--- src/rtl/eject_config.svh ---
// sizing constants for the ejection stage, included by the package and by the RTL modules
`ifndef EJECT_CONFIG_SVH
`define EJECT_CONFIG_SVH

// ports in order: local, yneg, ypos, xpos, xneg, zpos, zneg
`define EJ_NUM_PORTS 7

// entries in each per-port input FIFO
`define EJ_FIFO_DEPTH 4

// reduction table entries, one per table index
// must match the width of table_idx_t
`define EJ_TABLE_DEPTH 16

`endif
--- src/rtl/eject_pkg.sv ---
// shared types of the ejection stage: flit layout, reduction table entry and field widths
`include "eject_config.svh"

package eject_pkg;

    typedef logic [2:0]  port_idx_t;   // 7 = no grant
    typedef logic [3:0]  table_idx_t;
    typedef logic [2:0]  fanin_t;      // packets expected per reduction
    typedef logic [7:0]  weight_t;
    typedef logic [31:0] payload_t;
    typedef logic [14:0] tag_t;        // opaque, carried through

    // 64-bit flit, valid bit on top
    typedef struct packed {
        logic       valid;
        logic       reduce;            // set for reduction packets
        fanin_t     fanin;
        table_idx_t index;
        weight_t    weight;
        payload_t   payload;
        tag_t       tag;
    } flit_t;

    // one flit per port, port 0 in the low bits
    typedef flit_t [`EJ_NUM_PORTS-1:0] flit_vec_t;

    typedef logic [`EJ_NUM_PORTS-1:0] port_mask_t;

    // running state of one reduction group, 43 bits
    typedef struct packed {
        fanin_t   count;               // arrivals so far
        weight_t  weight_sum;
        payload_t payload_sum;
    } table_entry_t;

    // reduction arbiter, one idle cycle after every grant
    typedef enum logic {
        GRANT_OPEN,
        GRANT_HOLD
    } grant_state_t;

endpackage

--- src/rtl/mux_local.sv ---
// local-port ejection stage of the torus switch, wires the port FIFOs, decode and reduction table
`include "eject_config.svh"

module mux_local (
    input  logic                  clk,
    input  logic                  rst,
    input  eject_pkg::flit_vec_t  in_flits,
    input  eject_pkg::port_mask_t in_stall,
    output eject_pkg::port_mask_t in_avail,
    output eject_pkg::flit_vec_t  out_flits,
    output eject_pkg::flit_t      out_reduction
);

    import eject_pkg::*;

    flit_vec_t  heads;
    port_mask_t fifo_full;
    port_mask_t fifo_empty;
    port_mask_t consume;
    flit_t      red_flit;

    assign in_avail = ~fifo_full;

    for (genvar p = 0; p < `EJ_NUM_PORTS; p++) begin : gen_port
        port_fifo #(
            .DEPTH (`EJ_FIFO_DEPTH),
            .WIDTH ($bits(flit_t))
        ) fifo_port (
            .clk     (clk),
            .rst     (rst),
            .wr_data (in_flits[p]),
            .wr_en   (in_flits[p].valid && !in_stall[p]),  // stalled flits are dropped here
            .rd_en   (consume[p]),
            .rd_data (heads[p]),
            .full    (fifo_full[p]),
            .empty   (fifo_empty[p])
        );
    end

    eject_decode eject_decode_inst (
        .clk       (clk),
        .rst       (rst),
        .heads     (heads),
        .empty     (fifo_empty),
        .consume   (consume),
        .out_flits (out_flits),
        .red_flit  (red_flit)
    );

    reduce_execute reduce_execute_inst (
        .clk           (clk),
        .rst           (rst),
        .red_flit      (red_flit),
        .out_reduction (out_reduction)
    );

endmodule

--- src/rtl/reduce_execute.sv ---
// reduction table: reads an entry, accumulates one flit, writes back and emits the combined packet
`include "eject_config.svh"

module reduce_execute (
    input  logic             clk,
    input  logic             rst,
    input  eject_pkg::flit_t red_flit,
    output eject_pkg::flit_t out_reduction
);

    import eject_pkg::*;

    table_entry_t tbl [`EJ_TABLE_DEPTH];

    // read stage, entry registered beside its flit
    flit_t        rd_flit;
    table_entry_t rd_entry;

    // accumulate stage
    fanin_t       need;
    table_entry_t next_entry;
    flit_t        combined;
    logic         done;

    always_ff @(posedge clk) begin
        if (rst) begin
            rd_flit <= '0;
        end else begin
            rd_flit <= red_flit;
        end
    end

    always_ff @(posedge clk) begin
        if (red_flit.valid) begin
            rd_entry <= tbl[red_flit.index];
        end
    end

    always_comb begin
        need = (rd_flit.fanin == '0) ? fanin_t'(1) : rd_flit.fanin;  // fanin 0 acts as 1

        // sums wrap at their widths
        next_entry.count       = rd_entry.count + fanin_t'(1);
        next_entry.weight_sum  = rd_entry.weight_sum + rd_flit.weight;
        next_entry.payload_sum = rd_entry.payload_sum + rd_flit.payload;

        done = rd_flit.valid && (next_entry.count == need);
    end

    // result carries the group's index and fanin, and the last tag
    always_comb begin
        combined.valid   = 1'b1;
        combined.reduce  = 1'b1;
        combined.fanin   = rd_flit.fanin;
        combined.index   = rd_flit.index;
        combined.weight  = next_entry.weight_sum;
        combined.payload = next_entry.payload_sum;
        combined.tag     = rd_flit.tag;
    end

    // write-back, a finished group leaves a zero entry for the next one
    always_ff @(posedge clk) begin
        if (rst) begin
            for (int i = 0; i < `EJ_TABLE_DEPTH; i++) begin
                tbl[i] <= '0;
            end
        end else if (rd_flit.valid) begin
            tbl[rd_flit.index] <= done ? '0 : next_entry;
        end
    end

    always_ff @(posedge clk) begin
        if (rst) begin
            out_reduction <= '0;
        end else begin
            out_reduction <= done ? combined : '0;
        end
    end

    // a stored count below fanin means groups never overrun their entry
    a_count_below_fanin: assert property (@(posedge clk) disable iff (rst)
        rd_flit.valid |-> (rd_entry.count < need))
        else $error("reduce_execute: entry %0d count %0d reached fanin %0d",
                    rd_flit.index, rd_entry.count, need);

endmodule

--- src/rtl/eject_decode.sv ---
// sorts FIFO heads into pass-through and reduction traffic and arbitrates one reduction per grant
`include "eject_config.svh"

module eject_decode (
    input  logic                  clk,
    input  logic                  rst,
    input  eject_pkg::flit_vec_t  heads,
    input  eject_pkg::port_mask_t empty,
    output eject_pkg::port_mask_t consume,
    output eject_pkg::flit_vec_t  out_flits,
    output eject_pkg::flit_t      red_flit
);

    import eject_pkg::*;

    localparam port_idx_t NO_GRANT = 3'd7;

    grant_state_t state;
    grant_state_t state_next;
    port_mask_t   plain_head;  // ordinary packet at the head
    port_mask_t   red_head;    // reduction packet at the head
    port_mask_t   red_consume;
    port_idx_t    grant;

    // empty FIFOs have no head to classify
    always_comb begin
        for (int p = 0; p < `EJ_NUM_PORTS; p++) begin
            plain_head[p] = !empty[p] && !heads[p].reduce;
            red_head[p]   = !empty[p] && heads[p].reduce;
        end
    end

    // lowest port with a reduction head wins while the arbiter is open
    always_comb begin
        grant = NO_GRANT;
        if (state == GRANT_OPEN) begin
            for (int p = `EJ_NUM_PORTS - 1; p >= 0; p--) begin
                if (red_head[p]) begin
                    grant = port_idx_t'(p);
                end
            end
        end
    end

    // plain heads always drain and a reduction head drains only on its grant
    always_comb begin
        for (int p = 0; p < `EJ_NUM_PORTS; p++) begin
            red_consume[p] = red_head[p] && (grant == port_idx_t'(p));
            consume[p]     = plain_head[p] || red_consume[p];
        end
    end

    always_comb begin
        case (state)
            GRANT_OPEN: state_next = (|red_head) ? GRANT_HOLD : GRANT_OPEN;
            GRANT_HOLD: state_next = GRANT_OPEN;  // gives the table time to write back
            default:    state_next = GRANT_OPEN;
        endcase
    end

    always_ff @(posedge clk) begin
        if (rst) begin
            state <= GRANT_OPEN;
        end else begin
            state <= state_next;
        end
    end

    // each port's plain head goes straight to its own output
    always_ff @(posedge clk) begin
        if (rst) begin
            out_flits <= '0;
        end else begin
            for (int p = 0; p < `EJ_NUM_PORTS; p++) begin
                out_flits[p] <= plain_head[p] ? heads[p] : '0;
            end
        end
    end

    always_ff @(posedge clk) begin
        if (rst) begin
            red_flit <= '0;
        end else if (grant != NO_GRANT) begin
            red_flit <= heads[grant];
        end else begin
            red_flit <= '0;  // no reduction entering
        end
    end

    // the cycle after a grant stays idle so the table writes back first
    a_idle_after_grant: assert property (@(posedge clk) disable iff (rst)
        (|red_consume) |=> !(|red_consume))
        else $error("eject_decode: reduction consumed in the hold cycle");

endmodule

--- src/rtl/port_fifo.sv ---
// per-port input FIFO, circular buffer with full and empty status, one per ejection port
module port_fifo #(
    parameter int DEPTH = 4,
    parameter int WIDTH = 64
) (
    input  logic             clk,
    input  logic             rst,
    input  logic [WIDTH-1:0] wr_data,
    input  logic             wr_en,
    input  logic             rd_en,
    output logic [WIDTH-1:0] rd_data,
    output logic             full,
    output logic             empty
);

    localparam int PTR_W = (DEPTH > 1) ? $clog2(DEPTH) : 1;
    localparam int CNT_W = $clog2(DEPTH + 1);

    logic [WIDTH-1:0] mem [DEPTH];
    logic [PTR_W-1:0] wr_ptr;
    logic [PTR_W-1:0] rd_ptr;
    logic [CNT_W-1:0] fill;
    logic             do_wr;
    logic             do_rd;

    assign do_rd = rd_en && !empty;
    assign do_wr = wr_en && (!full || rd_en); // a full FIFO takes a write only beside a read

    assign full    = (fill == CNT_W'(DEPTH));
    assign empty   = (fill == '0);
    assign rd_data = mem[rd_ptr];

    always_ff @(posedge clk) begin
        if (do_wr) begin
            mem[wr_ptr] <= wr_data;
        end
    end

    always_ff @(posedge clk) begin
        if (rst) begin
            wr_ptr <= '0;
            rd_ptr <= '0;
            fill   <= '0;
        end else begin
            if (do_wr) begin
                wr_ptr <= (wr_ptr == PTR_W'(DEPTH - 1)) ? '0 : wr_ptr + 1'b1;
            end
            if (do_rd) begin
                rd_ptr <= (rd_ptr == PTR_W'(DEPTH - 1)) ? '0 : rd_ptr + 1'b1;
            end
            case ({do_wr, do_rd})
                2'b10:   fill <= fill + 1'b1;
                2'b01:   fill <= fill - 1'b1;
                default: fill <= fill;   // both or neither
            endcase
        end
    end

    // the upstream watches in_avail and must not push into a full FIFO
    a_no_write_full: assert property (@(posedge clk) disable iff (rst)
        wr_en |-> !full)
        else $error("port_fifo: write while full, flit lost");

    // decode only consumes heads it saw as present
    a_no_read_empty: assert property (@(posedge clk) disable iff (rst)
        rd_en |-> !empty)
        else $error("port_fifo: read while empty");

endmodule

--- config.mk ---
export PLATFORM = sky130hd
export DESIGN_NAME = mux_local
export DESIGN_NICKNAME = d
export VERILOG_FILES = /design/src/rtl/eject_pkg.sv /design/src/rtl/mux_local.sv /design/src/rtl/reduce_execute.sv /design/src/rtl/eject_decode.sv /design/src/rtl/port_fifo.sv
export VERILOG_INCLUDE_DIRS = /design/src /design/src/rtl
export SDC_FILE = /design/constraint.sdc
export NUM_CORES = 2
export LEC_CHECK = 0
export BUFFER_PORTS_ARGS = -buffer_cell sky130_fd_sc_hd__buf_2
export CORE_MARGIN = 10
export CORE_UTILIZATION = 30
export CTS_BUF_LIST = sky130_fd_sc_hd__clkbuf_4 sky130_fd_sc_hd__clkbuf_8
export DETAILED_ROUTE_END_ITERATION = 10
export GPL_TIMING_DRIVEN = 1
export SETUP_SLACK_MARGIN = 0.2
export SLEW_MARGIN = 10
export SYNTH_ARGS = -nofsm -noshare
export SYNTH_HDL_FRONTEND = slang
export SYNTH_SLANG_ARGS = --single-unit
--- constraint.sdc ---
create_clock -name clk -period 8.96 [get_ports clk]
set_input_delay 2.688 -clock clk [delete_from_list [all_inputs] [get_ports clk]]
set_output_delay 2.688 -clock clk [all_outputs]
set_load 0.05 [all_outputs]
# Yosys cells after proc, flatten, opt, wreduce, memory -nomap -nowiden
# Memory sizes are Yosys's and may differ from the RTL's. A register that Yosys moved wholly into a read port is not among the register bits.
# Index checks and enable logic that the tools add are counted.
[word_totals]
reg_bits = 688
mem_bits_rw = 2480
inputBits = 457
out_inout_bits = 519
n_memories = 8
[memory_table]
columns = ["memory", "depth", "width", "read_ports", "rd_clocked_by_memory_dff", "write_ports", "line_no", "source"]
rows = [
  ["reduce_execute_inst.tbl", 16, 43, 1, 1, 16, "reduce_execute.sv:13", "table_entry_t tbl [`EJ_TABLE_DEPTH];"],
  ["gen_port[0].fifo_port.mem", 4, 64, 1, 1, 1, "port_fifo.sv:19", "logic [WIDTH-1:0] mem [DEPTH];"],
  ["gen_port[1].fifo_port.mem", 4, 64, 1, 1, 1, "port_fifo.sv:19", ""],
  ["gen_port[2].fifo_port.mem", 4, 64, 1, 1, 1, "port_fifo.sv:19", ""],
  ["gen_port[3].fifo_port.mem", 4, 64, 1, 1, 1, "port_fifo.sv:19", ""],
  ["gen_port[4].fifo_port.mem", 4, 64, 1, 1, 1, "port_fifo.sv:19", ""],
  ["2 more memories", "--", "--", "--", "--", "--", "--", ""],
]
[classes]
add_sub_neg = 31
magnitude_cmp = 1
eq_ne = 43
n_mux = 72
n_bitwise = 11
n_reduce_logical = 112
[ops]
columns = ["op", "n"]
rows = [
  ["binary-select mux 64 bit (select 3 bit)", 1],
  ["2-to-1 mux 64 bit", 2],
  ["2-to-1 mux 43 bit", 2],
  ["2-to-1 mux 2 bit", 30],
  ["logical AND 1 bit", 43],
  ["OR reduction 43 bit", 1],
  ["equality test 2 bit, second input constant", 21],
  ["one-hot mux 3 bit (2 select lines)", 7],
  ["adder 32 bit", 1],
  ["equality test 3 bit, second input constant", 10],
  ["adder 2 x 1 -> 2 bit, second input constant", 14],
  ["logical NOT 1 bit", 28],
  ["logical NOT 3 bit", 9],
  ["adder 3 x 1 -> 3 bit, second input constant", 8],
  ["2-to-1 mux 1 bit", 22],
  ["subtractor 3 x 1 -> 3 bit, second input constant", 7],
  ["2-to-1 mux 3 bit", 6],
  ["OR reduction 2 bit", 9],
  ["equality test 2 x 1 -> 1 bit, second input constant", 7],
  ["logical OR 1 bit", 14],
  ["nonzero test 2 bit", 7],
  ["NOT 1 bit", 10],
  ["adder 8 bit", 1],
  ["NOT 7 bit", 1],
  ["8 further kinds", 9],
]

# Depth between registers and ports, before layout
[logic_depth]
word_depth = 18
depth_mapped = 15
depth_no_buf = 13

# Cells and area by module
# From an unflattened synthesis, not the netlist that was laid out.
[hier_totals]
cells_unflattened = 6741
area_unflattened_um2 = 121461.5
[by_module_without_submodules]
columns = ["mod", "n_inst", "cells_each", "area_per_inst_um2", "seq_area_each_um2"]
rows = [
  ["port_fifo", 7, 386, 9693.0, 7867.5],
  ["reduce_execute", 1, 2470, 36163.4, 24473.5],
  ["eject_decode", 1, 1555, 17324.1, 10269.8],
  ["mux_local", 1, 14, 122.6, 0.0],
]

# Worst setup path before layout
# Ideal clock, no wire load.
[synth_timing]
path_type = "input -> register"
start = "in in_flits[63] in the netlist's numbering"
end = "mem gen_port[0].fifo_port.mem[0][0] (enable)"
setup_ps = 429
arrival_time_ps = 4907
t_required_ps = 8531
slack_ps = 3624
cell_stages = 3
n_path_buf = 0
cell_sequence = "inv_1 > a311oi_1 > and2_1"
[synth_via]
elab_chain_len = 4
[synth_lines]
columns = ["element", "line_no", "source"]
rows = [
  ["from (decl)", "mux_local.sv:7", "input eject_pkg::flit_vec_t in_flits,"],
  ["logical AND 1 bit", "mux_local.sv:32", ".wr_en (in_flits[p].valid && !in_stall[p]),"],
  ["logical AND 1 bit", "port_fifo.sv:27", "assign do_wr = wr_en && (!full || rd_en);"],
  ["2-to-1 mux 1 bit", "port_fifo.sv:34", "if (do_wr) begin"],
  ["2-to-1 mux 1 bit (not written as such)", "port_fifo.sv:35", "mem[wr_ptr] <= wr_data;"],
  ["to (decl)", "port_fifo.sv:19", ""],
]
# Every way passes these cells.

==> metrics.txt <==
outcome=complete, no violations; Area Growth Syn to Fin=19.4%; worst setup margin=3.46 ns; routed vias=between 60k and 70k; largest net degree at the start of global routing=between 150 and 200; final count of hold timing violations=0; RSZ-0062 raised after global routing=false; Synth Area in XOR/XNOR=less than 1%; fill count=37.5k; total gr overflow=0; gr usage total=18.6%; CP Data Arrival Time=~6.3 ns; core area=399000 sq um; post-synthesis sequential area ratio=between 70% and 80%; post-synthesis mux area share=13.6%; crit path capture type=register; final std cells w/o fill=~14k; Crit path largest cell delay=1.21 ns; I/O pins=roughly 1000; CTS buffer count=around 550; post-CTS sizing=0; FP Rows=around 230; Post-Synth Adder-Cell Area=less than 1%; reg2reg end=gen_port[4].fifo_port.mem[1][36]$_DFFE_PP_; yosys warns=0; cell area after layout=roughly 140000 sq um; largest area contributor in the netlist=edfxtp_1; syn avg cell area=17.9 sq um; Syn Std Cell Area=120000 sq um; DRT Pass-1 Iters=8; worst vdd ir=0.284 mV; top cells by area, synth=edfxtp_1 63%, mux4_2 12%, dfxtp_1 12%, and2_1 2.6%, nor2_1 2.3%; post-synthesis register bit count=3224; GPL Wtd Cong=0.840; most common cell in the netlist=edfxtp_1; # hold bufs at CTS=0; die width=654 um; max_cap viols=0; DRT antenna net count=0; Post-Synthesis Cells=6709; largest family of logic cells by synthesized area=multiplexers; setup TNS=0 ns; DRT Wirelength=413000 um; crit path max fanout=51; CP cell instances=buf_6, nor2b_1, nor3b_1, nand2_1, nand2b_2; post-layout min period=5.50 ns; pre-CTS WS=2.30 ns; Initial Utilization=between 30% and 40%; vias per cell=4.91; pwr dens=roughly 320 nW/um^2; initial antenna violation count=246; Clk Latency, worst-skew pair=approximately 1.2 ns; Async SR Flop Fraction=0%; CTS clk-pin slew, worst paths=roughly 0.050 ns; WL per Instance=about 30 um; Final #Nets=~8.5k; CP Launch Type=input port; setup slack, reg-to-reg=~3.7 ns; hpwl dp=about 290000 um; Synth top area share=a little over three fifths; Die Y=between 600 and 700 um; Lkg Pwr=about 51 nW; stages on the worst setup path=5; DRC viols=0; worst hold path type=reg2reg; relative slew slack=between 10% and 20%; clock sinks=3224; IO Port Bufs=about 980; critical path data required time=9.71 ns; Simple-Gate Fraction of Synth Area=under 10%; Setup Fix Bufs, Post-CTS=0; Compound-Gate Fraction of Synth Area=under 10%; Setup Skew=roughly 0.10 ns; CTS Root Cell=clkbuf_8; Worst Setup SP=rst; delay-heaviest family, CP=simple AND/OR/NAND/NOR gates; Synth Flop Type=edfxtp_1; Die ar.=between 400000 and 500000 sq um; Placed Area=about 130000 sq um; FF-to-FF path depth=8; final setup fails=0; Max H-tree Level=6; Slowest-stage cell, CP=nand2b_2; crit path capture=reduce_execute_inst.tbl[0][18]$_SDFFCE_PN0P_; Worst-Margin Slew=1.23 ns; worst path bufs/invs=1; Inst Count DP=about 13k; top post-synthesis cells by count=2523 x edfxtp_1, 748 x nor2_1, 701 x dfxtp_1; CTS Buffer Depth=4; first-pass GRT wire length=559000 um; DR iter-0 viols=around 7.0k; ratio of cells with drive above 1 in the final layout=33.6%; critical setup path kind=in2reg; Cell variety after synth=67; CTS tree=built; Slew Limit Fails=0; Peak Freq=about 180 MHz; fin crit share=61.4%; vias in the first global route=around 70k; Post-synth EDFFs=approximately 2.5k
## state kept, by name, indices dropped and copies added (netlist names), named ones only
signal and count:
eject_decode_inst.red_flit 63, reduce_execute_inst.tbl 688, reduce_execute_inst.combined 22, eject_decode_inst.state 1, eject_decode_inst.out_flits 448, reduce_execute_inst.out_reduction 63, reduce_execute_inst.rd_entry 43, reduce_execute_inst.rd_flit 41
gen_port.fifo_port.mem 1792, gen_port.fifo_port.rd_ptr 14, gen_port.fifo_port.fill 21, gen_port.fifo_port.wr_ptr 14
## cell families (layout without fill, tap and decap cells)
| family | count (synthesis) | count (layout) |
|---|---|---|
| fa+ha+maj | 90 | 90 |
| flops | 3224 | 3224 |
| compound gates | 431 | 431 |
| simple gates | 1629 | 1629 |
| buf+inv | 479 | 2193 |
| other cells | 1 | 200 |
| xor+xnor | 48 | 48 |
| mux | 807 | 807 |
## area by class of cell
cell class	instances	area, sq um	area share [%]
flip-flops and latches	3224	89900	62.5
multi-input cells	3012	29100	20.2
clock buffers	812	9890	6.88
well taps	5265	6590	4.58
repair buffers	1130	6110	4.25
clock inverters	187	1530	1.07
diodes	193	483	0.336
inverters	64	240	0.167
## worst reg2reg max path, cell delays in order, from the launching register on
cell,delay [ns]
dfxtp_4,0.86
mux4_2,0.74
a22o_1,0.30
a21o_1,0.24
o21ai_0,0.42
nor2_1,0.13
nor3b_2,0.37
and2_2,1.02
buf_4,0.69
## report_power, final
group | leakage [nW] | internal, mW | switching [mW]
registers | 29.5 | 17.1 | 0.735
clock network | 6.04 | 7.55 | 6.19
logic | 15.5 | 4.05 | 9.92
## per-layer routing
metal  wire, um  share of wire, %  GRT usage (%)
met1     149000                36           21.7
met2     204000                49           30.9
met3      31800               7.7           4.39
met4      27300               6.6           11.6
met5        624              0.15              0
## cell usage in the layout (no fill, tap or decap), types with 27 or more instances in the layout
cell type / n
buf_4: 150
a221oi_1: 64
nand3_1: 27
clkinv_1: 68
and3_1: 70
a21oi_1: 125
ha_1: 81
edfxtp_1: 2523
nor2_1: 747
dfxtp_1: 682
and2_1: 471
nand2_1: 68
diode_2: 193
inv_1: 62
o21ai_0: 114
nor3_1: 62
buf_2: 974
nor2b_1: 70
o21ai_1: 44
mux2i_1: 143
clkinv_2: 45
mux4_2: 663
clkbuf_8: 606
clkbuf_4: 206
## through the flow
step	hold slack [ns]	total power [mW]	util, %
floorplan	0.406	25.2	-
global placement	0.413	32.3	33.0
detailed placement	0.416	32.5	33.0
CTS	0.419	46.2	35.9
global route	0.431	47.2	36.0
finish	0.424	45.6	36.0
## worst min path at each step
stage	from	endpoint	depth (start not counted)
final	reduce_execute_inst.combined[0]$_SDFF_PP0_	reduce_execute_inst.out_reduction[0]$_SDFF_PP0_	1
after global routing	reduce_execute_inst.combined[8]$_SDFF_PP0_	reduce_execute_inst.out_reduction[8]$_SDFF_PP0_	1
after CTS	reduce_execute_inst.combined[8]$_SDFF_PP0_	reduce_execute_inst.out_reduction[8]$_SDFF_PP0_	1
after detailed placement	reduce_execute_inst.combined[0]$_SDFF_PP0_	reduce_execute_inst.out_reduction[0]$_SDFF_PP0_	1
after global placement	reduce_execute_inst.combined[4]$_SDFF_PP0_	reduce_execute_inst.out_reduction[4]$_SDFF_PP0_	1
after floorplan	reduce_execute_inst.combined[0]$_SDFF_PP0_	reduce_execute_inst.out_reduction[0]$_SDFF_PP0_	1
No activity file was read; power rests on OpenSTA's default activity.
